--- src/xv_video_pkg.sv ---
// ====================
// video side definitions
// raster is a tiny fixed test mode, not a real monitor timing
// colour is direct 12-bit rgb, no palette
// ====================

package xv_video_pkg;

    typedef logic [9:0]  addr_t;        // vram word address
    typedef logic [15:0] word_t;        // vram data word
    typedef logic [3:0]  rgb_t;         // one colour gun
    typedef logic [4:0]  hcount_t;      // horizontal pixel counter
    typedef logic [3:0]  vcount_t;      // vertical line counter

    // horizontal timing, in pixel clocks
    localparam hcount_t H_VIS        = 5'd16;
    localparam hcount_t H_TOTAL      = 5'd24;
    localparam hcount_t H_SYNC_START = 5'd18;
    localparam hcount_t H_SYNC_LEN   = 5'd2;

    // vertical timing, in lines
    localparam vcount_t V_VIS        = 4'd6;
    localparam vcount_t V_TOTAL      = 4'd10;
    localparam vcount_t V_SYNC_START = 4'd7;
    localparam vcount_t V_SYNC_LEN   = 4'd1;

    localparam int FETCH_LAT  = 2;      // fetch address to colour out
    localparam int VRAM_WORDS = 1024;   // matches addr_t

endpackage

--- src/xv_bus_pkg.sv ---
// ====================
// host bus side definitions
// registers are 16 bits, reached one byte at a time
// interrupt bit order is fixed, video high, timer low
// ====================

package xv_bus_pkg;

    typedef logic [3:0] regnum_t;       // register number on the bus
    typedef logic [7:0] byte_t;         // one bus byte
    typedef logic [1:0] intr_t;         // interrupt bit vector

    // interrupt bit positions
    localparam int INTR_VIDEO = 1;      // start of vertical blank
    localparam int INTR_TIMER = 0;      // timer compare match

    // register map
    localparam regnum_t REG_WR_ADDR    = 4'h0;  // vram write address
    localparam regnum_t REG_RD_ADDR    = 4'h1;  // vram read address, write starts read
    localparam regnum_t REG_DATA       = 4'h2;  // vram data port
    localparam regnum_t REG_INT_CTRL   = 4'h3;  // mask high byte, pending low byte
    localparam regnum_t REG_DISP_START = 4'h4;  // first word shown each frame
    localparam regnum_t REG_STATUS     = 4'h5;  // busy and blank flags
    localparam regnum_t REG_TIMER_CMP  = 4'h6;  // timer compare value

    localparam int TIMER_DIV = 4;       // clocks per timer tick

endpackage

--- src/bus_regs.sv ---
// ====================
// host register interface, byte wide
// bus inputs must be stable while chip select is low
// one vram request at a time, poll REG_STATUS bit 0 first
// commands arriving while busy are dropped
// writing REG_TIMER_CMP restarts the timer count
// ====================

`default_nettype none

module bus_regs(
    input  wire logic                   clk,
    input  wire logic                   reset_i,
    input  wire logic                   bus_cs_n_i,     // active low select
    input  wire logic                   bus_rd_nwr_i,   // 1 = read, 0 = write
    input  wire xv_bus_pkg::regnum_t    bus_reg_num_i,
    input  wire logic                   bus_bytesel_i,  // 0 = even (high) byte
    input  wire xv_bus_pkg::byte_t      bus_data_i,
    input  wire logic                   regs_ack_i,
    input  wire xv_video_pkg::word_t    vram_data_i,
    input  wire logic                   h_blank_i,
    input  wire logic                   v_blank_i,
    input  wire logic                   video_intr_i,
    output xv_bus_pkg::byte_t           bus_data_o,
    output logic                        regs_sel_o,
    output logic                        regs_wr_o,
    output xv_video_pkg::addr_t         regs_addr_o,
    output xv_video_pkg::word_t         regs_wdata_o,
    output xv_video_pkg::addr_t         disp_start_o,
    output logic                        bus_intr_o
);

    import xv_bus_pkg::*;
    import xv_video_pkg::*;

    logic                           cs_meta;        // two stage sync
    logic                           cs_sync;
    logic                           cs_prev;        // for falling edge
    logic                           cs_strobe;
    logic                           wr_commit;      // odd byte write
    word_t                          wr_word;
    word_t                          reg_rd_val;
    byte_t                          hold_q;         // even byte latch
    byte_t                          rd_byte_q;
    word_t                          rd_word_q;      // last vram read
    addr_t                          wr_addr_q;
    addr_t                          rd_addr_q;
    word_t                          timer_cmp_q;
    word_t                          timer_cnt;
    logic [$clog2(TIMER_DIV)-1:0]   timer_div;
    logic                           tick;
    logic                           timer_hit;
    intr_t                          intr_src;
    intr_t                          intr_mask;
    intr_t                          intr_pend;
    intr_t                          intr_clear;

    assign cs_strobe = cs_prev & ~cs_sync;
    assign wr_commit = cs_strobe & ~bus_rd_nwr_i & bus_bytesel_i;
    assign wr_word   = {hold_q, bus_data_i};

    assign tick      = (timer_div == ($clog2(TIMER_DIV))'(TIMER_DIV - 1));
    assign timer_hit = tick && (timer_cnt == timer_cmp_q) && (timer_cmp_q != '0);

    always_comb begin
        intr_src             = '0;
        intr_src[INTR_VIDEO] = video_intr_i;
        intr_src[INTR_TIMER] = timer_hit;
        intr_clear = (wr_commit && bus_reg_num_i == REG_INT_CTRL) ? intr_t'(bus_data_i) : '0;
    end

    // register read mux
    always_comb begin
        case (bus_reg_num_i)
            REG_WR_ADDR:    reg_rd_val = word_t'(wr_addr_q);
            REG_RD_ADDR:    reg_rd_val = word_t'(rd_addr_q);
            REG_DATA:       reg_rd_val = rd_word_q;
            REG_INT_CTRL:   reg_rd_val = {6'b0, intr_mask, 6'b0, intr_pend};
            REG_DISP_START: reg_rd_val = word_t'(disp_start_o);
            REG_STATUS:     reg_rd_val = {13'b0, v_blank_i, h_blank_i, regs_sel_o};
            REG_TIMER_CMP:  reg_rd_val = timer_cmp_q;
            default:        reg_rd_val = '0;
        endcase
    end

    assign regs_addr_o = regs_wr_o ? wr_addr_q : rd_addr_q;
    assign bus_data_o  = rd_byte_q;     // holds until the next read

    always_ff @(posedge clk) begin
        if (reset_i) begin
            cs_meta <= 1'b1;
            cs_sync <= 1'b1;
            cs_prev <= 1'b1;
        end else begin
            cs_meta <= bus_cs_n_i;
            cs_sync <= cs_meta;
            cs_prev <= cs_sync;
        end
    end

    always_ff @(posedge clk) begin
        if (reset_i) begin
            regs_sel_o   <= 1'b0;
            regs_wr_o    <= 1'b0;
            wr_addr_q    <= '0;
            rd_addr_q    <= '0;
            disp_start_o <= '0;
            timer_cmp_q  <= '0;
            timer_cnt    <= '0;
            timer_div    <= '0;
            intr_mask    <= '0;
            intr_pend    <= '0;
            bus_intr_o   <= 1'b0;
        end else begin
            timer_div <= timer_div + 1'b1;
            if (tick) begin
                timer_cnt <= timer_cnt + 1'b1;
            end

            if (regs_ack_i) begin
                regs_sel_o <= 1'b0;             // request done
                if (regs_wr_o) begin
                    wr_addr_q <= wr_addr_q + 1'b1;
                end
            end

            if (wr_commit) begin
                case (bus_reg_num_i)
                    REG_WR_ADDR: begin
                        if (!regs_sel_o) wr_addr_q <= addr_t'(wr_word);
                    end
                    REG_RD_ADDR: begin
                        if (!regs_sel_o) begin
                            rd_addr_q  <= addr_t'(wr_word);
                            regs_sel_o <= 1'b1;
                            regs_wr_o  <= 1'b0;
                        end
                    end
                    REG_DATA: begin
                        if (!regs_sel_o) begin
                            regs_sel_o <= 1'b1;
                            regs_wr_o  <= 1'b1;
                        end
                    end
                    REG_INT_CTRL:   intr_mask    <= intr_t'(hold_q);
                    REG_DISP_START: disp_start_o <= addr_t'(wr_word);
                    REG_TIMER_CMP: begin
                        timer_cmp_q <= wr_word;
                        timer_cnt   <= '0;      // count again from zero
                        timer_div   <= '0;
                    end
                    default: ;
                endcase
            end

            // new, enabled and not yet pending
            bus_intr_o <= |(intr_src & intr_mask & ~intr_pend);
            intr_pend  <= (intr_pend | intr_src) & ~intr_clear;
        end
    end

    // data path latches
    always_ff @(posedge clk) begin
        if (cs_strobe && !bus_rd_nwr_i && !bus_bytesel_i) begin
            hold_q <= bus_data_i;
        end
        if (cs_strobe && bus_rd_nwr_i) begin
            rd_byte_q <= bus_bytesel_i ? reg_rd_val[7:0] : reg_rd_val[15:8];
        end
        if (wr_commit && bus_reg_num_i == REG_DATA && !regs_sel_o) begin
            regs_wdata_o <= wr_word;
        end
        if (regs_ack_i && !regs_wr_o) begin
            rd_word_q <= vram_data_i;   // valid in the ack cycle
        end
    end

endmodule

`default_nettype wire

--- config.mk ---
export PLATFORM = sky130hd
export DESIGN_NAME = bus_regs
export DESIGN_NICKNAME = d
export VERILOG_FILES = /design/src/xv_video_pkg.sv /design/src/xv_bus_pkg.sv /design/src/bus_regs.sv
export SDC_FILE = /design/constraint.sdc
export NUM_CORES = 1
export LEC_CHECK = 0
export ABC_AREA = 1
export BUFFER_PORTS_ARGS = -buffer_cell sky130_fd_sc_hd__buf_2
export CORE_MARGIN = 1
export CORE_UTILIZATION = 40
export DETAILED_ROUTE_END_ITERATION = 8
export GPL_TIMING_DRIVEN = 0
export PLACE_DENSITY_LB_ADDON = 0.2
export SLEW_MARGIN = 10
export SYNTH_ARGS = -nofsm -noshare
export SYNTH_HDL_FRONTEND = slang
export SYNTH_SLANG_ARGS = --single-unit
--- constraint.sdc ---
create_clock -name clk -period 1.8 [get_ports clk]
set_input_delay 0.09 -clock clk [delete_from_list [all_inputs] [get_ports clk]]
set_output_delay 0.09 -clock clk [all_outputs]
set_load 0.02 [all_outputs]
; ---- Word-level counts from Yosys, hierarchy flattened
; Cells that the tools add are included.
; W data, S select, Z words.
[word_totals]
output_inout_bits = 47
input_bits = 37
elab_cells = 87
regBits = 122
[classes]
n_addsub = 3
eq_ne = 10
reduce_logical = 23
bitwise = 12
muxes = 21
[ops]
columns = op, n
row1 = $pmux W16 S7, 1
row2 = $mux W10, 6
row3 = $mux W16, 3
row4 = $add A16 B1 Y16 const B, 1
row5 = $eq A16 B16 Y1, 1
row6 = $reduce_bool A16 Y1, 1
row7 = $eq A4 B3 Y1 const B, 3
row8 = $add A10 B1 Y10 const B, 1
row9 = $logic_and A1 B1 Y1, 9
row10 = $eq A4 B2 Y1 const B, 2
row11 = $mux W8, 1
row12 = $and A2 B2 Y2, 3
row13 = $mux W1, 6
row14 = $mux W2, 3
row15 = $reduce_and A2 Y1, 3
row16 = $eq A4 B1 Y1 const B, 1
row17 = $logic_not A1 Y1, 4
row18 = $logic_not A4 Y1, 1
row19 = $ne A2 B2 Y1 const B, 2
row20 = $not A2 Y2, 2
row21 = $reduce_and A4 Y1, 1
row22 = $reduce_or A2 Y1, 2
row23 = $and A1 B1 Y1, 3
row24 = $not A1 Y1, 3
row25 = other kinds (6), 6

; ---- Longest topological paths before layout
; Gate-level depths: netlist of the first run.
[logic_depth]
word_depth = 8
depth_mapped = 10
ltp_nobuf = 10

; ---- Worst setup path after synthesis of the first run
; No wires, ideal clock.
[synth_timing]
path_type = register to register
start = reg regs_wr_o
end = reg rd_word_q[0] (enable)
stages_incl_launch_ff = 3
arrival_ps = 1355
required_ps = 1411
synth_period_minus_slack_ps = 1744
setup_ps = 389
setup_slack_ps = 56
n_path_buf = 1
cell_sequence = dfxtp_1 -> clkbuf_1 -> nor2_1
[synth_via]
elab_chain_cells = 2
[synth_rtl]
columns = item, line_no
row1 = from (decl), bus_regs.sv:26  ; output logic regs_wr_o,
row2 = from (signal assigned), bus_regs.sv:104  ; regs_wr_o <= 1'b0;
row3 = from (signal assigned), bus_regs.sv:136  ; regs_wr_o <= 1'b0;
row4 = from (signal assigned), bus_regs.sv:142  ; regs_wr_o <= 1'b1;
row5 = $logic_not A1 Y1, bus_regs.sv:173  ; if (regs_ack_i && !regs_wr_o) begin
row6 = $logic_and A1 B1 Y1, bus_regs.sv:173
row7 = to (signal assigned), bus_regs.sv:174  ; rd_word_q <= vram_data_i;
row8 = to (decl), bus_regs.sv:45  ; word_t rd_word_q;
; No other way between the ends.
; A chain may end at the register's enable or synchronous reset.

; ---- Worst setup path after layout of the first run
[layout_timing]
start = reg regs_wr_o
end = out regs_addr_o[5]
[layout_via]
elab_chain_cells = 1
[layout_rtl]
columns = item, line_no
row1 = $mux W10, bus_regs.sv:86  ; assign regs_addr_o = regs_wr_o ? wr_addr_q : rd_addr_q;
row2 = to (decl), bus_regs.sv:27  ; output xv_video_pkg::addr_t regs_addr_o,
; No other way between the ends.

==> results of run 1 <==
## cell usage in the layout (no fill, tap or decap), types with 3 or more instances in the layout
| cell type | instances |
|---|---|
| a31oi_1 | 4 |
| clkinvlp_4 | 3 |
| nor3_1 | 6 |
| o221ai_1 | 6 |
| dfxtp_1 | 74 |
| inv_4 | 3 |
| clkbuf_16 | 18 |
| nand2_2 | 6 |
| o21ai_0 | 66 |
| nor2_4 | 7 |
| dlygate4sd3_1 | 26 |
| nand2_4 | 3 |
| xor2_1 | 7 |
| o21ai_1 | 21 |
| clkinv_2 | 8 |
| inv_1 | 69 |
| buf_2 | 82 |
| buf_6 | 5 |
| nor2_1 | 74 |
| a21oi_1 | 47 |
| nor2_2 | 3 |
| or2_2 | 3 |
| edfxtp_1 | 48 |
| nand4_1 | 8 |
| nand2_1 | 151 |
| inv_2 | 8 |
| clkbuf_1 | 6 |
| buf_4 | 4 |
| nand3_1 | 16 |
## layout make-up
class / count / area (um2)
tap: 176 / 220.2
clock buffer: 20 / 467.9
sequential: 122 / 2923
timing repair buffer: 108 / 670.6
clock inverter: 12 / 96.34
inverter: 84 / 329.1
buffer: 16 / 113.9
multi-input combinational: 444 / 2208
fill: 1281 / 6371
## per-stage QoR
stage / power (mW) / TNS, ns
floorplan: 3.122 / 0
global placement: 3.244 / -3.932
detailed placement: 3.251 / -4.172
CTS: 6.485 / 0
global route: 6.647 / 0
finish: 6.460 / 0
## how the worst max path moves through the flow
stage | end | slack (ns) | cells past startpoint
after floorplan | rd_word_q[0]$_DFFE_PP_ | 0.06 | 2
after global placement | rd_word_q[12]$_DFFE_PP_ | -0.25 | 2
after detailed placement | rd_word_q[12]$_DFFE_PP_ | -0.26 | 2
after CTS | regs_addr_o[6] | 0.003 | 4
after global routing | rd_word_q[10]$_DFFE_PP_ | 0.03 | 2
final | regs_addr_o[5] | 0.16 | 4
## power by group through the flow
stage                     Combinational (mW)  Sequential, mW  Clock, mW
after detailed placement               0.266            2.99          0
after global placement                 0.260            2.98          0
after CTS                              0.310            2.93       3.25
after floorplan                        0.138            2.98          0
final                                  0.314            2.93       3.22
after global routing                   0.343            2.93       3.37
## per-layer routing
metal	track usage	share of wire
met5	0	0
met4	0.1289	0.040
met3	0.05513	0.041
met2	0.4134	0.51
met1	0.2659	0.41
## flip-flops by register name, summed over array words and instances, names as in the netlist, 2 cells and up
name,count
bus_data_o,8
disp_start_o,10
hold_q,8
intr_mask,2
intr_pend,2
rd_addr_q,10
rd_word_q,16
regs_wdata_o,16
timer_cmp_q,16
timer_cnt,16
timer_div,2
wr_addr_q,10
## repair_timing
action,in CTS,in global routing
hold buffers,26,0
setup endpoints to repair,16,37
resized for setup,1,4
endpoints found under the hold margin,34,0
## critical path, delay by kind of cell (launching register included)
| family | cells | cell delay [ns] |
|---|---|---|
| simple gates | 1 | 0.07 |
| buf+inv | 2 | 0.51 |
| compound gates | 1 | 0.12 |
| flops | 1 | 0.43 |
## cells by family after synthesis
family | Yosys count | share of synthesized area
AOI/OAI and AO/OA | 146 | 0.1372
xor gates and xnor gates | 9 | 0.01417
DFF | 122 | 0.5253
buffers and inverters | 100 | 0.07870
adders and majority gates | 3 | 0.006747
and+or+nand+nor | 286 | 0.2379
==> flow_summary.json, run 1 <==
{
  "cts-root-buf": "clkbuf_16",
  "clock_sinks": 122,
  "vias_per_cell": 5.026,
  "clk_latency_ns": 0.43,
  "cts_tree": "yes",
  "rsz0062_at_grt": "false",
  "grt_max_degree": 18,
  "pwr-share-comb": 0.049,
  "fin_crit_sh": 0.9137,
  "avgSynthCellArea_um2": 8.354,
  "drive_gt1_frac": 0.2072,
  "place_congestion": 0.9372,
  "num_rows": 42,
  "r2r-end": "rd_word_q[9]$_DFFE_PP_",
  "grt_pass1_vias": 4951,
  "finalCoreUtilization": 0.5246,
  "hpwl_um": 11950,
  "post-place-cells": 924,
  "fin_ws_ns": 0.1553,
  "cp_cell_sequence": "clkbuf_2 -> nand2_1 -> o21ai_0 -> buf_2",
  "htreeDepth": 4,
  "nets": 833,
  "clock_path_buffers": 2,
  "clkPwrFrac": 0.498,
  "diodes": 0,
  "die_w_um": 119.9,
  "syn_nets": 706,
  "ant_nets": 0,
  "drv_cap": 0,
  "initial_utilization": 0.4152,
  "fin_crit_ns": 1.645,
  "crit_start": "regs_wr_o$_SDFFE_PP0P_",
  "worst_slew_pin_slew_ns": 0.8892,
  "mappedNetlistArea_um2": 5564,
  "p_int_mw": 5.026,
  "firstDrtPassIters": 4,
  "die_area_um2": 14390,
  "leakagePower_nw": 2.908,
  "initialDrtViolationCount": 360,
  "finalMaxSlewViolations": 0,
  "synth.area.top_cells": "dfxtp_1 27%, edfxtp_1 26%, nand2_1 10%, o21ai_0 5.9%, nor2_1 5.1%",
  "slowest_delay_ns": 0.43,
  "syn_to_final_growth_pct": 26.33,
  "status": "finished, final reports clean",
  "ys.flop_type": "dfxtp_1",
  "grt_pass1_wl_um": 25250,
  "io_pins": 84,
  "yosys_warnings": 0,
  "clk_pin_slew_worst_paths_ns": 0.06,
  "irDropWorstVdd_mv": 0.6324,
  "power_frac_seq": 0.453,
  "rrSetupSlack_ns": 0.16,
  "post_layout_nonfiller_instances": 982,
  "final_area_um2": 7029,
  "post_cts.repair.setup_buffers": 0,
  "regToRegStartpoint": "regs_wr_o$_SDFFE_PP0P_",
  "drc": 0,
  "worstHoldPathCells": 1,
  "switching_share": 0.2220,
  "via_count": 4936,
  "critPathSlowestCell": "dfxtp_1",
  "r2r_cells": 2,
  "cts_made_buffers": 17,
  "critical_path_class": "register to output port",
  "synth_top_area_frac": 0.2662,
  "yosys-top-cells-count": "151 x nand2_1, 75 x nor2_1, 74 x dfxtp_1",
  "seq_area_frac_synth": 0.5253,
  "arrival_ns": 1.55,
  "setup_viol": 0,
  "ys_types": 37,
  "clock-skew-final_ns": 0.01804,
  "synth-seq-cells": 122,
  "hp-start": "bus_data_i[0]",
  "wire_per_inst_um": 16.52,
  "critPathLaunchType": "register",
  "synthMostInstantiatedCell": "nand2_1",
  "async_flop_share": 0,
  "place_area_um2": 6195,
  "report.final.hold_viol_count": 0,
  "post-place-ws_ns": -0.2618,
  "overflow": 0,
  "fp.dieH_um": 119.9,
  "slew_headroom": 0.4050,
  "whs_ns": 0.03649,
  "crit_fanout": 10,
  "min_path_type": "input port to register",
  "powerDensity_nw_per_um2": 919.1,
  "min_to": "hold_q[0]$_DFFE_PP_",
  "core_region_area_um2": 13400,
  "port_buffers": 82,
  "fmax_ghz": 0.6080,
  "wl_um": 16220,
  "crit_path_end_kind": "output port",
  "synth_edf_count": 48,
  "p_switching_mw": 1.434,
  "antenna_found_initial": 0,
  "yosysTopAreaCell": "dfxtp_1",
  "required_ns": 1.71,
  "grt_use_total": 0.2371,
  "synth_cells": 666
}
No activity file was read; power rests on OpenSTA's default activity.
==> inputs of run 2 (changes only) <==
--- a/config.mk
+++ b/config.mk
@@ -12,7 +12,6 @@
 export DETAILED_ROUTE_END_ITERATION = 8
 export GPL_TIMING_DRIVEN = 0
 export PLACE_DENSITY_LB_ADDON = 0.2
-export SLEW_MARGIN = 10
 export SYNTH_ARGS = -nofsm -noshare
 export SYNTH_HDL_FRONTEND = slang
 export SYNTH_SLANG_ARGS = --single-unit
==> constraint.sdc (replaced) <==
create_clock -name clk -period 1.55 [get_ports clk]
set_input_delay 0.0775 -clock clk [delete_from_list [all_inputs] [get_ports clk]]
set_output_delay 0.0775 -clock clk [all_outputs]
set_load 0.02 [all_outputs]
==> flow_summary.json, run 2 (same netlist as run 1, synthesis figures left out) <==
{
  "layout_common_cells": "151 x nand2_1, 82 x buf_2, 70 x nor2_1, 70 x dfxtp_1, 67 x inv_1",
  "slowest_delay_ns": 0.38,
  "clock_path_buffers": 2,
  "irDropWorstVdd_mv": 0.7272,
  "crit_fanout": 10,
  "fp.dieH_um": 119.9,
  "critical_path_class": "register to register",
  "clock-skew-final_ns": 0.006234,
  "ant_nets": 0,
  "wire_per_inst_um": 16.04,
  "clk_pin_slew_worst_paths_ns": 0.06,
  "report.final.hold_viol_count": 0,
  "rsz0062_at_grt": "true",
  "finalCoreUtilization": 0.5406,
  "required_ns": 1.85,
  "core_region_area_um2": 13400,
  "critical_path_buf_inv_count": 3,
  "cts_made_buffers": 17,
  "place_congestion": 0.8774,
  "drive_gt1_frac": 0.2313,
  "nFillCells": 1242,
  "grt_max_degree": 18,
  "cp_cell_sequence": "nand3_4 -> nor2_8 -> inv_4 -> nor2_8 -> inv_2 -> buf_6 -> o21ai_1 -> a21oi_1",
  "critPathLaunchType": "register",
  "fin_ws_ns": 0.05626,
  "cts_tree": "yes",
  "status": "finished, final reports clean",
  "clk_latency_ns": 0.42,
  "nets": 844,
  "post-place-ws_ns": -0.2269,
  "vias_per_cell": 4.991,
  "finalMaxSlewViolations": 0,
  "grt_pass1_wl_um": 24740,
  "crit_path_end_kind": "register",
  "port_buffers": 82,
  "firstDrtPassIters": 5,
  "htreeDepth": 4,
  "die_area_um2": 14390,
  "min_path_type": "input port to register",
  "whs_ns": 0.04060,
  "cts-root-buf": "clkbuf_16",
  "io_pins": 84,
  "mostFrequentLayoutCell": "nand2_1",
  "initial_utilization": 0.4152,
  "worst_slew_pin_slew_ns": 0.6741,
  "critPathSlowestCell": "dfxtp_1",
  "p_total_mw": 7.833,
  "diodes": 0,
  "drc": 0,
  "drv_cap": 0,
  "grt_pass1_vias": 4867,
  "die_w_um": 119.9,
  "leakagePower_nw": 2.999,
  "crit_top_cell": "nor2_8",
  "grt_use_total": 0.2327,
  "syn_to_final_growth_pct": 30.20,
  "fin_crit_sh": 0.9637,
  "setup_viol": 0,
  "overflow": 0,
  "via_count": 4956,
  "cp_top_family": "simple AND/OR/NAND/NOR gates",
  "powerDensity_nw_per_um2": 1081,
  "setup_tns_ns": 0,
  "slew_headroom": 0.5489,
  "clock_sinks": 122,
  "fmax_ghz": 0.6695,
  "arrival_ns": 1.80,
  "wl_um": 15930,
  "initialDrtViolationCount": 378,
  "fin_crit_ns": 1.494,
  "hpwl_um": 11610,
  "num_rows": 42,
  "antenna_found_initial": 0
}
## run 2: cell types whose count changed in the layout (fill, tap and decap cells not counted), moves of 4 or more
cell	change
dfxtp_1	-4
buf_4	+8
o21ai_2	+5
o21ai_0	-5
nor2_1	-4
## run 2: cell type report
type / instances / area, um2 / area share
Inverter: 84 / 332.8 / 0.04594
Tap cell: 176 / 220.2 / 0.03040
Timing Repair inverter: 1 / 7.507 / 0.001036
Multi-Input combinational cell: 444 / 2275 / 0.3140
Timing Repair Buffer: 118 / 760.7 / 0.1050
Sequential cell: 122 / 2930 / 0.4045
Buffer: 16 / 123.9 / 0.01710
Clock buffer: 21 / 440.4 / 0.06079
Clock inverter: 11 / 153.9 / 0.02124
## run 2: power breakdown
part           switching [mW]  total [mW]  internal, mW
logic                   0.227       0.377         0.150
clock network            1.39        4.05          2.66
registers              0.0230        3.40          3.38
## run 2: worst paths after layout
kind	slack [ns]	startpoint	cells after the start	endpoint
max	0.06	cs_prev$_SDFF_PP1_	8	timer_cmp_q[10]$_SDFFE_PP0P_
max reg2reg	0.06	cs_prev$_SDFF_PP1_	8	timer_cmp_q[10]$_SDFFE_PP0P_
min	0.04	regs_ack_i	5	wr_addr_q[0]$_SDFF_PP0_
min reg2reg	0.41	cs_meta$_SDFF_PP1_	1	cs_sync$_SDFF_PP1_
## run 2: timing repair
action | 4_1_cts | 5_1_grt
gates resized for setup | 13 | 22
pin swaps | 0 | 4
setup endpoints to repair | 58 | 56
hold endpoints to repair | 35 | 1
hold buffers | 26 | 1
buffers inserted | 1 | 8
gates cloned | 0 | 1
## run 2: through the flow
stage / std cells / area (um2)
6_report: 993 / 7244
5_1_grt: 993 / 7244
4_1_cts: 983 / 7116
3_5_place_dp: 924 / 6197
3_3_place_gp: 924 / 6197
2_1_floorplan: 666 / 5567
## run 2: tightest hold or removal path, stage by stage
cell,delay (ns)
buf_2,0.10
nand2_2,0.07
nand2_1,0.06
a21oi_1,0.06
nor2_1,0.07
## run 2: layer usage
layer	GRT usage	vias to the layer above	wire (um)
li1	-	2461	-
met1	0.2666	2329	6562
met2	0.4091	125	8224
met3	0.04943	41	641
met4	0.1125	0	501
met5	0	-	0
