`config.mk`:
```
export PLATFORM = sky130hd
export DESIGN_NAME = video_gen
export DESIGN_NICKNAME = d
export VERILOG_FILES = /design/src/xv_video_pkg.sv /design/src/video_gen.sv
export SDC_FILE = /design/constraint.sdc
export NUM_CORES = 1
export LEC_CHECK = 0
export BUFFER_PORTS_ARGS = -buffer_cell sky130_fd_sc_hd__buf_4
export CORE_UTILIZATION = 47
export CTS_BUF_LIST = sky130_fd_sc_hd__clkbuf_8
export DETAILED_ROUTE_END_ITERATION = 7
export PLACE_DENSITY = 0.85
export SYNTH_ARGS = -nofsm -noshare
export SYNTH_HDL_FRONTEND = slang
export SYNTH_SLANG_ARGS = --single-unit
```
`constraint.sdc`:
```
create_clock -name clk -period 1.8 [get_ports clk]
set_clock_uncertainty 0.1 [all_clocks]
set_input_delay 0.18 -clock clk [delete_from_list [all_inputs] [get_ports clk]]
set_output_delay 0.18 -clock clk [all_outputs]
set_load 0.02 [all_outputs]
```
`src/xv_video_pkg.sv`:
```
// ====================
// video side definitions
// raster is a tiny fixed test mode, not a real monitor timing
// colour is direct 12-bit rgb, no palette
// ====================

package xv_video_pkg;

    typedef logic [9:0]  addr_t;        // vram word address
    typedef logic [15:0] word_t;        // vram data word
    typedef logic [3:0]  rgb_t;         // one colour gun
    typedef logic [4:0]  hcount_t;      // horizontal pixel counter
    typedef logic [3:0]  vcount_t;      // vertical line counter

    // horizontal timing, in pixel clocks
    localparam hcount_t H_VIS        = 5'd16;
    localparam hcount_t H_TOTAL      = 5'd24;
    localparam hcount_t H_SYNC_START = 5'd18;
    localparam hcount_t H_SYNC_LEN   = 5'd2;

    // vertical timing, in lines
    localparam vcount_t V_VIS        = 4'd6;
    localparam vcount_t V_TOTAL      = 4'd10;
    localparam vcount_t V_SYNC_START = 4'd7;
    localparam vcount_t V_SYNC_LEN   = 4'd1;

    localparam int FETCH_LAT  = 2;      // fetch address to colour out
    localparam int VRAM_WORDS = 1024;   // matches addr_t

endpackage

```
`src/video_gen.sv`:
```
// ====================
// fixed raster generator with one vram fetch per visible pixel
// syncs are active high, all outputs delayed by FETCH_LAT
// disp_start is taken during vertical blank only
// colour is forced to zero outside display enable
// ====================

`default_nettype none

module video_gen(
    input  wire logic                   clk,
    input  wire logic                   reset_i,
    input  wire xv_video_pkg::addr_t    disp_start_i,   // first word of frame
    input  wire xv_video_pkg::word_t    vram_data_i,    // fetched pixel, next cycle
    output logic                        vram_sel_o,
    output xv_video_pkg::addr_t         vram_addr_o,
    output xv_video_pkg::rgb_t          red_o,
    output xv_video_pkg::rgb_t          green_o,
    output xv_video_pkg::rgb_t          blue_o,
    output logic                        hsync_o,
    output logic                        vsync_o,
    output logic                        dv_de_o,
    output logic                        h_blank_o,      // undelayed, for status
    output logic                        v_blank_o,
    output logic                        video_intr_o    // pulse at v_blank rise
);

    import xv_video_pkg::*;

    hcount_t                h_count;
    vcount_t                v_count;
    logic                   h_last;
    logic                   v_last;
    logic                   visible;
    logic                   hsync;
    logic                   vsync;
    logic                   v_blank_q;      // for the rising edge
    addr_t                  fetch_addr;
    logic [FETCH_LAT-1:0]   hs_dl;          // sync and enable delay lines
    logic [FETCH_LAT-1:0]   vs_dl;
    logic [FETCH_LAT-1:0]   de_dl;
    logic [11:0]            color_q;        // r g b nibbles

    assign h_last    = (h_count == hcount_t'(H_TOTAL - 1));
    assign v_last    = (v_count == vcount_t'(V_TOTAL - 1));
    assign h_blank_o = (h_count >= H_VIS);
    assign v_blank_o = (v_count >= V_VIS);
    assign visible   = ~h_blank_o & ~v_blank_o;

    assign hsync = (h_count >= H_SYNC_START) && (h_count < H_SYNC_START + H_SYNC_LEN);
    assign vsync = (v_count >= V_SYNC_START) && (v_count < V_SYNC_START + V_SYNC_LEN);

    // fetch request goes out in the pixel's own cycle
    assign vram_sel_o   = visible;
    assign vram_addr_o  = fetch_addr;
    assign video_intr_o = v_blank_o & ~v_blank_q;

    always_ff @(posedge clk) begin
        if (reset_i) begin
            h_count    <= '0;
            v_count    <= '0;
            v_blank_q  <= 1'b0;
            fetch_addr <= '0;
            hs_dl      <= '0;
            vs_dl      <= '0;
            de_dl      <= '0;
        end else begin
            if (h_last) begin
                h_count <= '0;
                v_count <= v_last ? '0 : v_count + 1'b1;    // end of line
            end else begin
                h_count <= h_count + 1'b1;
            end
            v_blank_q <= v_blank_o;

            // reload during blank so the frame starts at disp_start
            if (v_blank_o) begin
                fetch_addr <= disp_start_i;
            end else if (visible) begin
                fetch_addr <= fetch_addr + 1'b1;    // wraps at VRAM_WORDS
            end

            hs_dl <= {hs_dl[FETCH_LAT-2:0], hsync};
            vs_dl <= {vs_dl[FETCH_LAT-2:0], vsync};
            de_dl <= {de_dl[FETCH_LAT-2:0], visible};
        end
    end

    // data of the fetch arrives one cycle later, register it once more
    always_ff @(posedge clk) begin
        color_q <= de_dl[FETCH_LAT-2] ? vram_data_i[11:0] : 12'h000;
    end

    assign red_o   = color_q[11:8];
    assign green_o = color_q[7:4];
    assign blue_o  = color_q[3:0];
    assign hsync_o = hs_dl[FETCH_LAT-1];
    assign vsync_o = vs_dl[FETCH_LAT-1];
    assign dv_de_o = de_dl[FETCH_LAT-1];

endmodule

`default_nettype wire

```
# [Word-level counts from Yosys, hierarchy flattened]
# Index checks and enable logic that the tools add are counted.
[classes] add_sub_neg=3 n_lt_le_gt_ge=6 n_eq_ne=2 n_mux=3 n_bitwise=5 reduce_logical=4
[op_table] operator="2-to-1 mux 10 bit" count=2
[op_table] operator="adder 10 x 1 -> 10 bit, second input constant" count=1
[op_table] operator="greater-or-equal comparator 5 bit, second input constant" count=2
[op_table] operator="greater-or-equal comparator 4 x 3 -> 1 bit, second input constant" count=2
[op_table] operator="adder 5 x 1 -> 5 bit, second input constant" count=1
[op_table] operator="equality test 5 bit, second input constant" count=1
[op_table] operator="less-than comparator 5 bit, second input constant" count=1
[op_table] operator="adder 4 x 1 -> 4 bit, second input constant" count=1
[op_table] operator="equality test 4 bit, second input constant" count=1
[op_table] operator="less-than comparator 4 bit, second input constant" count=1
[op_table] operator="2-to-1 mux 4 bit" count=1
[op_table] operator="inverter 1 bit" count=3
[op_table] operator="bitwise AND 1 bit" count=2
[op_table] operator="logical AND 1 bit" count=2
[op_table] operator="nonzero test 2 bit" count=1
[op_table] operator="OR reduction 2 bit" count=1
[word_totals] regBits=38 input_bits=28 out_inout_bits=29 elab_cells=31

# [Longest topological paths before layout]
# Gate-level depths: netlist of run 1.
[logic_depth] depth_word=5 ltp_mapped=5 depth_no_buf=4

# [Worst setup path after synthesis of run 1]
# No wires, ideal clock.
[synth_timing] path_kind="register -> register" start="reg fetch_addr[0] (netlist: vram_addr_o[0])" end="reg fetch_addr[8] (netlist: vram_addr_o[8])" setup_time_ps=122 t_arrival_ps=1404 required_ps=1578 path_slack_ps=174 path_stages_with_launch=5 n_path_buf=0 period_less_slack_ps=1626 cell_sequence="dfxtp_1 > ha_1 > nand2b_4 > o311a_1 > a221o_1"
[synth_via] elab_chain_cells=3
[synth_lines] element="start, declared" line_no="video_gen.sv:38" source="addr_t fetch_addr;"
[synth_lines] element="start signal, assigned" line_no="video_gen.sv:78" source="fetch_addr <= disp_start_i;"
[synth_lines] element="start signal, assigned" line_no="video_gen.sv:80" source="fetch_addr <= fetch_addr + 1'b1;"
[synth_lines] element="adder 10 x 1 -> 10 bit" line_no="video_gen.sv:80"
[synth_lines] element="2-to-1 mux 10 bit" line_no="video_gen.sv:79" source="end else if (visible) begin"
[synth_lines] element="2-to-1 mux 10 bit" line_no="video_gen.sv:77" source="if (v_blank_o) begin"
# No other way between the ends. The select of a mux whose other input is x is not followed.
# A chain may end at the register's enable or synchronous reset.

# [Worst setup path in the final report of run 1]
[layout_timing] start="reg v_count[2]" end="out vram_sel_o"
[layout_via] elab_chain_cells=3
[layout_lines] element="start, declared" line_no="video_gen.sv:31" source="vcount_t v_count;"
[layout_lines] element="start signal, assigned" line_no="video_gen.sv:70" source="v_count <= v_last ? '0 : v_count + 1'b1;"
[layout_lines] element="greater-or-equal comparator 4 x 3 -> 1 bit" line_no="video_gen.sv:47" source="assign v_blank_o = (v_count >= V_VIS);"
[layout_lines] element="inverter 1 bit" line_no="video_gen.sv:48" source="assign visible = ~h_blank_o & ~v_blank_o;"
[layout_lines] element="bitwise AND 1 bit" line_no="video_gen.sv:48"
[layout_lines] element="end, declared" line_no="video_gen.sv:15" source="output logic vram_sel_o,"
# No other way between the ends.

==> impl_metrics.py, run 1 <==
metrics = {
    "global_routing": {
        "track_usage": 0.210,
        "overflow": 0,
        "antenna_found_initial": 0,
        "grt_start_max_net_pins": 26,
        "grt_pass1_vias": 1269,
        "grt_pass1_wl_mm": 5.47,
    },
    "die": {
        "dieArea_mm2": 0.00347,
        "rows": 20,
        "die_x_um": 58.9,
        "core_area_mm2": 0.00305,
        "start_util": 0.499,
        "ios": 57,
        "die_y_um": 58.9,
    },
    "sta": {
        "hold_viol": 0,
        "fmax_mhz": 601,
        "worst_slack_ns": 0.136,
        "period_share": 0.924,
        "fin_setup_tns_ns": 0,
        "final_max_slew_viol_count": 0,
        "min_period_ns": 1.66,
        "rsz0062_at_grt": "false",
        "finalSetupViolCount": 0,
        "relSlewSlack": 0.693,
        "whs_ns": 0.00164,
        "worst_pin_slew_ns": 0.458,
    },
    "route": {
        "drt-initial-drc-count": 24,
        "viasPerCell": 5.14,
        "wirelength_mm": 3.35,
        "wl_per_cell_um": 12.8,
        "ant_nets": 0,
        "vias": 1342,
        "first_pass_iters": 4,
        "drc_errors": 0,
    },
    "clocking": {
        "htree_levels": 2,
        "root_buffer": "clkbuf_8",
        "cts_tree": "built",
        "clock-sinks": 38,
        "cts.clk_slew.worst_paths_ns": 0.07,
        "clock_latency_ns": 0.29,
        "clock_path_buffers": 2,
        "numCtsBuffers": 5,
    },
    "logic_synthesis": {
        "synthMuxAreaShare": 0.00657,
        "synth_compound_area_frac": 0.135,
        "syn_nets": 188,
        "synthArstFlopShare": 0,
        "yosys_warnings": 0,
        "yosys.area_share.simple": 0.259,
        "synth_edf_count": 0,
        "yosys.area.top_type": "dfxtp_1",
        "synth_area_leaders": "dfxtp_1 (50%), and2_1 (4.9%), nor2_1 (3.2%), ha_1 (2.5%), nand4b_1 (2.3%)",
        "ys_seq_area_frac": 0.499,
        "synthCells": 157,
        "syn_area_mm2": 0.00152,
        "yosys_register_bits": 38,
        "synth-main-ff-cell": "dfxtp_1",
        "synthAdderAreaFrac": 0.0246,
        "synth-xor-area-share": 0.0287,
        "netlist.area_leader.share": 0.499,
        "syn_area_per_cell_um2": 9.71,
        "synth_top_family_by_area": "simple AND/OR/NAND/NOR gates",
        "synth_cell_types": 39,
    },
    "layout": {
        "layout_common_cells": "buf_4 (55), dfxtp_1 (38), nor2_1 (13), and2_1 (12), nand2_1 (9)",
        "fin_nets": 247,
        "insertedDiodeCount": 0,
        "layout_commonest_cell": "buf_4",
        "drive_gt1_frac": 0.318,
        "design_area_mm2": 0.00216,
        "area_delta_synth_final_pct": 41.6,
    },
    "power_and_ir_drop": {
        "intPower_mw": 1.52,
        "clkPwrFrac": 0.446,
        "p_seq_frac": 0.467,
        "swShare": 0.207,
        "totalPowerFinal_mw": 1.91,
        "p_per_area_mw_per_mm2": 886,
        "comb_power_share": 0.088,
        "p_sw_mw": 0.396,
        "peakVddDrop_uv": 543,
        "p_leak_nw": 0.908,
    },
    "placed_design": {
        "place.gp.congestion": 0.762,
        "place.port_buffers": 52,
        "placed_area_mm2": 0.00194,
        "dpl.hpwl_mm": 2.27,
        "pre_cts_ws_ns": 0.192,
    },
    "run": {
        "cap_violations": 0,
    },
    "worst_setup_path": {
        "worstPathArrival_ns": 1.38,
        "cp_slowest_cell": "dfxtp_1",
        "r2r-end": "vram_addr_o[8]$_SDFFE_PP0P_",
        "crit_type": "flop to output port",
        "path_delay_family": "flip-flops",
        "critical_path_required_ns": 1.52,
        "rrSetupSlack_ns": 0.20,
        "cp_cell_sequence": "a21oi_4, inv_1, nor2_1, buf_4",
        "r2r_start": "vram_addr_o[0]$_SDFFE_PP0P_",
        "cp_num_buf_inv": 2,
        "crit_path_max_incr_delay_ns": 0.41,
        "rr_worst_depth": 4,
        "end_kind": "output port",
        "cp-start-kind": "flop",
        "critical_path_peak_fanout": 9,
    },
    "outcome": {
        "status": "complete, no violations",
    },
    "min_path": {
        "hp-start": "vram_data_i[8]",
        "holdCritPathClass": "input port to flop",
        "hold_path_end": "color_q[8]$_SDFF_PN0_",
        "min_path_cells": 2,
    },
}
timing repair:
item                                   4_1_cts  5_1_grt
setup buffers                                0        1
hold buffers                                 7        0
resized for setup                            0        1
endpoints found under the hold margin        7        0
setup endpoints to repair                    0        2
layer usage:
layer | wire [um] | up-vias | GRT usage | part of all wire
li1 | - | 671 | - | -
met1 | 1400 | 609 | 0.231 | 0.42
met2 | 1640 | 53 | 0.360 | 0.49
met3 | 237 | 9 | 0.0791 | 0.071
met4 | 74 | 0 | 0.0884 | 0.022
met5 | 0 | - | 0 | 0
state kept, by name, indices dropped and copies added (netlist names):
signal,flops
color_q,12
vram_addr_o,10
h_count,5
v_count,4
de_dl,2
hs_dl,2
vs_dl,2
v_blank_q,1
layout make-up:
class / count / area (um^2)
Fill cell: 241 / 895
Tap cell: 44 / 55.1
Sequential cell: 38 / 761
Inverter: 6 / 22.5
Timing Repair Buffer: 62 / 483
Multi-Input combinational cell: 103 / 699
Clock buffer: 5 / 68.8
Clock inverter: 3 / 68.8
worst max path at each step:
| stage | endpoint | depth (start not counted) | startpoint | slack, ns |
|---|---|---|---|---|
| 2_1_floorplan | vram_addr_o[8]$_SDFFE_PP0P_ | 4 | vram_addr_o[0]$_SDFFE_PP0P_ | 0.17 |
| 3_3_place_gp | vram_addr_o[8]$_SDFFE_PP0P_ | 4 | vram_addr_o[0]$_SDFFE_PP0P_ | 0.26 |
| 3_5_place_dp | v_count[2]$_SDFFE_PP0N_ | 4 | h_count[0]$_SDFF_PP0_ | 0.19 |
| 4_1_cts | vram_sel_o | 4 | v_count[1]$_SDFFE_PP0N_ | 0.06 |
| 5_1_grt | v_count[2]$_SDFFE_PP0N_ | 4 | h_count[0]$_SDFF_PP0_ | 0.07 |
| 6_report | vram_sel_o | 4 | v_count[2]$_SDFFE_PP0N_ | 0.14 |
metrics by stage:
step / utilization / cells
after detailed placement: 0.634 / 245
final: 0.707 / 261
after global placement: 0.634 / 245
after global routing: 0.707 / 261
after floorplan: - / 157
after CTS: 0.702 / 260
worst reg2reg max path, delay by kind of cell, from the launching register on:
family | cells | cell delay (ns)
DFF | 1 | 0.46
adders and majority gates | 1 | 0.24
AOI/OAI and AO/OA | 2 | 0.60
and+or+nand+nor | 1 | 0.09
power groups by stage:
stage               clock network [mW]  logic, mW  registers [mW]
CTS                              0.863      0.168           0.893
finish                           0.852      0.168           0.893
floorplan                            0     0.0530           0.933
detailed placement                   0      0.155           0.913
global placement                     0      0.151           0.911
global route                     0.895      0.182           0.898
synthesized netlist by cell type (4+ instances only):
master    number
inv_1          5
clkbuf_1       5
a21oi_1        5
nand4b_1       4
nand2_1        9
dfxtp_1       38
nor2_1        13
nor2b_1        5
nor3_1         6
and2_1        12
a211oi_1       4
o21ai_0        4
cells by family (layout without fill, tap and decap cells):
family                     after synthesis  after routing
AOI/OAI and AO/OA                       27             27
muxes                                    1              1
buffers and inverters                   16             76
xor gates and xnor gates                 5              5
and+or+nand+nor                         67             67
DFF                                     38             38
adders and majority gates                3              3
Note: power is estimated with default switching activity, not from simulation.
==> run 2, diff against run 1 <==
--- a/config.mk
+++ b/config.mk
@@ -10,6 +10,7 @@
 export CTS_BUF_LIST = sky130_fd_sc_hd__clkbuf_8
 export DETAILED_ROUTE_END_ITERATION = 7
 export PLACE_DENSITY = 0.85
+export REMOVE_ABC_BUFFERS = 1
 export SYNTH_ARGS = -nofsm -noshare
 export SYNTH_HDL_FRONTEND = slang
 export SYNTH_SLANG_ARGS = --single-unit
==> impl_metrics.py, run 2 (same netlist as run 1, synthesis figures left out) <==
metrics = {
    "power_and_ir_drop": {
        "peakVddDrop_uv": 483,
        "totalPowerFinal_mw": 1.64,
        "swShare": 0.232,
        "clkPwrFrac": 0.361,
        "p_leak_nw": 0.852,
        "p_sw_mw": 0.380,
        "p_per_area_mw_per_mm2": 804,
        "p_seq_frac": 0.544,
        "intPower_mw": 1.26,
        "comb_power_share": 0.095,
    },
    "clocking": {
        "numCtsBuffers": 5,
        "htree_levels": 2,
        "root_buffer": "clkbuf_8",
        "clock_path_buffers": 2,
        "clock-sinks": 38,
        "clock_latency_ns": 0.28,
        "cts_setup_buffers": 0,
        "cts.clk_slew.worst_paths_ns": 0.07,
        "cts_tree": "built",
    },
    "worst_setup_path": {
        "crit_type": "flop to output port",
        "critical_path_required_ns": 1.52,
        "end_kind": "output port",
        "r2r_start": "h_count[4]$_SDFF_PP0_",
        "worstPathArrival_ns": 1.41,
        "rrSetupSlack_ns": 0.12,
        "rr_worst_depth": 3,
        "cp-start-kind": "flop",
        "r2r-end": "v_count[2]$_SDFFE_PP0N_",
        "critical_path_peak_fanout": 11,
    },
    "layout": {
        "top_register": "color_q",
        "layout_common_cells": "buf_4 (53), dfxtp_1 (38), nor2_1 (13), and2_1 (12), nand2_1 (9)",
        "insertedDiodeCount": 0,
        "regArea_um2": 761,
        "fillers": 253,
        "fin_nets": 239,
        "largest_reg_flops": 12,
        "stdcell_count": 253,
        "drive_gt1_frac": 0.321,
        "layout_commonest_cell": "buf_4",
        "multi_input_area_um2": 699,
        "final_core_util": 0.668,
        "area_delta_synth_final_pct": 33.9,
        "design_area_mm2": 0.00204,
    },
    "global_routing": {
        "antenna_found_initial": 0,
        "track_usage": 0.195,
        "grt_start_max_net_pins": 26,
        "grt_pass1_vias": 1225,
        "grt_pass1_wl_mm": 5.04,
        "overflow": 0,
    },
    "sta": {
        "period_share": 0.938,
        "whs_ns": 0.00612,
        "finalSetupViolCount": 0,
        "hold_viol": 0,
        "worst_slack_ns": 0.111,
        "fmax_mhz": 592,
        "worst_pin_slew_ns": 0.472,
        "fin_setup_tns_ns": 0,
        "final_max_slew_viol_count": 0,
        "min_period_ns": 1.69,
        "relSlewSlack": 0.684,
        "rsz0062_at_grt": "false",
    },
    "placed_design": {
        "place.gp.congestion": 0.770,
        "place_inst": 244,
        "place.port_buffers": 52,
        "placed_area_mm2": 0.00193,
        "dpl.hpwl_mm": 2.29,
        "pre_cts_ws_ns": 0.134,
    },
    "die": {
        "start_util": 0.499,
        "die_x_um": 58.9,
        "ios": 57,
        "die_y_um": 58.9,
        "dieArea_mm2": 0.00347,
        "core_area_mm2": 0.00305,
        "rows": 20,
    },
    "min_path": {
        "holdCritPathClass": "input port to flop",
        "min_path_cells": 2,
        "hold_path_end": "color_q[2]$_SDFF_PN0_",
        "hp-start": "vram_data_i[2]",
    },
    "route": {
        "vias": 1300,
        "wirelength_mm": 3.08,
        "drc_errors": 0,
        "ant_nets": 0,
        "wl_per_cell_um": 12.2,
        "drt-initial-drc-count": 29,
        "first_pass_iters": 4,
        "viasPerCell": 5.14,
    },
    "run": {
        "cap_violations": 0,
    },
    "outcome": {
        "status": "complete, no violations",
    },
}
==> run 2: metal layers <==
layer / share of wire / vias up / routed length, um / track usage
met5: 0 / - / 0 / 0
met4: 0.0098 / 0 / 30 / 0.0816
met3: 0.088 / 3 / 270 / 0.0505
met2: 0.46 / 62 / 1420 / 0.338
met1: 0.44 / 585 / 1350 / 0.227
li1: - / 650 / - / -
==> run 2: power by group through the flow <==
stage / combinational [mW] / clock [mW] / sequential, mW
6_report: 0.156 / 0.593 / 0.893
5_1_grt: 0.169 / 0.653 / 0.896
4_1_cts: 0.158 / 0.617 / 0.892
3_5_place_dp: 0.155 / 0 / 0.912
3_3_place_gp: 0.152 / 0 / 0.910
2_1_floorplan: 0.0409 / 0 / 0.936
==> run 2: worst max-delay path by stage <==
stage / from / to / cells past startpoint
5_1_grt: h_count[0]$_SDFF_PP0_ / v_count[2]$_SDFFE_PP0N_ / 4
3_3_place_gp: h_count[4]$_SDFF_PP0_ / v_count[2]$_SDFFE_PP0N_ / 3
4_1_cts: v_count[2]$_SDFFE_PP0N_ / video_intr_o / 4
2_1_floorplan: v_count[1]$_SDFFE_PP0N_ / vram_sel_o / 3
6_report: v_count[2]$_SDFFE_PP0N_ / video_intr_o / 4
3_5_place_dp: h_count[0]$_SDFF_PP0_ / v_count[2]$_SDFFE_PP0N_ / 4
==> run 2: area by class of cell <==
cell class,count,area share
sequential,38,0.373
inverter,6,0.0110
clock inverter,2,0.00613
multi-input combinational,103,0.343
tap,44,0.0270
clock buffer,6,0.0405
timing repair buffer,54,0.200
==> run 2: what timing repair did <==
| item | in CTS | in global routing |
|---|---|---|
| hold buffers | 1 | 0 |
| setup endpoints to repair | 0 | 1 |
| gates resized for setup | 0 | 1 |
| endpoints found under the hold margin | 1 | 0 |
==> run 2: worst max-delay path, cell delays in order (launching register included) <==
cell	delay, ns
dfxtp_1	0.51
a21oi_4	0.13
buf_4	0.19
nor2_1	0.13
buf_4	0.16
==> run 3, diff against run 2 <==
--- a/config.mk
+++ b/config.mk
@@ -7,7 +7,7 @@
 export LEC_CHECK = 0
 export BUFFER_PORTS_ARGS = -buffer_cell sky130_fd_sc_hd__buf_4
 export CORE_UTILIZATION = 47
-export CTS_BUF_LIST = sky130_fd_sc_hd__clkbuf_8
+export CTS_BUF_LIST = sky130_fd_sc_hd__clkbuf_16
 export DETAILED_ROUTE_END_ITERATION = 7
 export PLACE_DENSITY = 0.85
 export REMOVE_ABC_BUFFERS = 1
==> impl_metrics.py, run 3 (same netlist as run 1, synthesis figures left out) <==
metrics = {
    "outcome": {
        "status": "complete, no violations",
    },
    "placed_design": {
        "place.port_buffers": 52,
        "dpl.hpwl_mm": 2.29,
        "place_inst": 244,
        "placed_area_mm2": 0.00193,
        "pre_cts_ws_ns": 0.134,
        "place.gp.congestion": 0.770,
    },
    "run": {
        "cap_violations": 0,
    },
    "layout": {
        "drive_gt1_frac": 0.317,
        "final_core_util": 0.678,
        "layout_common_cells": "buf_4 (53), dfxtp_1 (38), nor2_1 (13), and2_1 (12), nand2_1 (9)",
        "top_register": "color_q",
        "fin_nets": 238,
        "design_area_mm2": 0.00207,
        "largest_reg_flops": 12,
        "layout_commonest_cell": "buf_4",
        "area_delta_synth_final_pct": 35.8,
        "insertedDiodeCount": 0,
        "fillers": 244,
        "stdcell_count": 252,
    },
    "global_routing": {
        "grt_pass1_wl_mm": 5.10,
        "overflow": 0,
        "antenna_found_initial": 0,
        "grt_pass1_vias": 1209,
        "grt_start_max_net_pins": 26,
        "track_usage": 0.199,
    },
    "power_and_ir_drop": {
        "p_leak_nw": 0.867,
        "p_per_area_mw_per_mm2": 903,
        "comb_power_share": 0.082,
        "p_seq_frac": 0.478,
        "intPower_mw": 1.46,
        "peakVddDrop_uv": 469,
        "p_sw_mw": 0.412,
        "swShare": 0.220,
        "clkPwrFrac": 0.439,
    },
    "sta": {
        "fin_setup_tns_ns": 0,
        "fmax_mhz": 591,
        "relSlewSlack": 0.691,
        "hold_viol": 0,
        "rsz0062_at_grt": "false",
        "worst_slack_ns": 0.107,
        "final_max_slew_viol_count": 0,
        "period_share": 0.941,
        "worst_pin_slew_ns": 0.461,
        "min_period_ns": 1.69,
        "finalSetupViolCount": 0,
    },
    "route": {
        "vias": 1312,
        "drt-initial-drc-count": 35,
        "viasPerCell": 5.21,
        "ant_nets": 0,
        "wl_per_cell_um": 12.2,
        "wirelength_mm": 3.08,
        "drc_errors": 0,
        "first_pass_iters": 4,
    },
    "die": {
        "ios": 57,
        "core_area_mm2": 0.00305,
        "start_util": 0.499,
        "dieArea_mm2": 0.00347,
        "die_y_um": 58.9,
        "rows": 20,
        "die_x_um": 58.9,
    },
    "clocking": {
        "cts.clk_slew.worst_paths_ns": 0.05,
        "root_buffer": "clkbuf_16",
        "cts-resized-gates": 0,
        "cts_tree": "built",
        "cts_setup_buffers": 0,
        "clock_path_buffers": 2,
        "postCtsHoldBufs": 0,
        "numCtsBuffers": 5,
        "clock-sinks": 38,
        "clock_latency_ns": 0.28,
        "htree_levels": 2,
    },
    "worst_setup_path": {
        "cp_cell_sequence": "a21oi_2, buf_4, nor2_1, buf_4",
        "end_kind": "output port",
        "critical_path_required_ns": 1.52,
        "cp_slowest_cell": "dfxtp_1",
        "crit_top_cell": "buf_4",
        "crit_type": "flop to output port",
        "path_delay_family": "flip-flops",
        "cp_num_buf_inv": 2,
        "worstPathArrival_ns": 1.41,
        "critical_path_peak_fanout": 11,
        "cp-start-kind": "flop",
        "crit_path_max_incr_delay_ns": 0.39,
    },
    "min_path": {
        "holdCritPathClass": "input port to flop",
    },
}
-- run 3: cell count changes in the layout (fill, tap and decap cells not counted), sizes merged --
cell	delta
clkinv	+1
dlygate4sd3	-1
clkbuf	-1
-- run 3: cell type report --
cell class	count	area, um^2	share of cell area
Multi-Input combinational cell	103	692	0.334
Tap cell	44	55.1	0.0266
Sequential cell	38	761	0.368
Clock inverter	3	16.3	0.00786
Clock buffer	5	125	0.0605
Timing Repair Buffer	53	398	0.192
Inverter	6	22.5	0.0109
-- run 3: final timing paths --
kind | start | to | slack, ns | cells past startpoint
setup / recovery | v_count[1]$_SDFFE_PP0N_ | video_intr_o | 0.11 | 4
hold / removal | vram_data_i[1] | color_q[1]$_SDFF_PN0_ | 0.009 | 2
setup reg to reg | h_count[4]$_SDFF_PP0_ | v_count[2]$_SDFFE_PP0N_ | 0.13 | 3
hold reg to reg | hs_dl[0]$_SDFF_PP0_ | hs_dl[1]$_SDFF_PP0_ | 0.34 | 1
-- run 3: power groups by stage --
stage,sequential [mW],combinational [mW],clock [mW]
after CTS,0.894,0.156,0.844
final,0.894,0.154,0.821
after global placement,0.910,0.152,0
after floorplan,0.936,0.0409,0
after detailed placement,0.912,0.155,0
after global routing,0.898,0.168,0.884
-- run 3: stage by stage --
stage	total power, mW	hold slack, ns
after detailed placement	1.07	0.292
after global routing	1.95	0.00988
after floorplan	0.976	0.148
after CTS	1.89	0.00352
after global placement	1.06	0.288
final	1.87	0.00935
-- run 3: routing by layer --
layer	GRT usage	up-vias	wire [um]
li1	-	650	-
met1	0.230	597	1330
met2	0.339	61	1400
met3	0.0769	4	304
met4	0.0612	0	35
met5	0	-	0
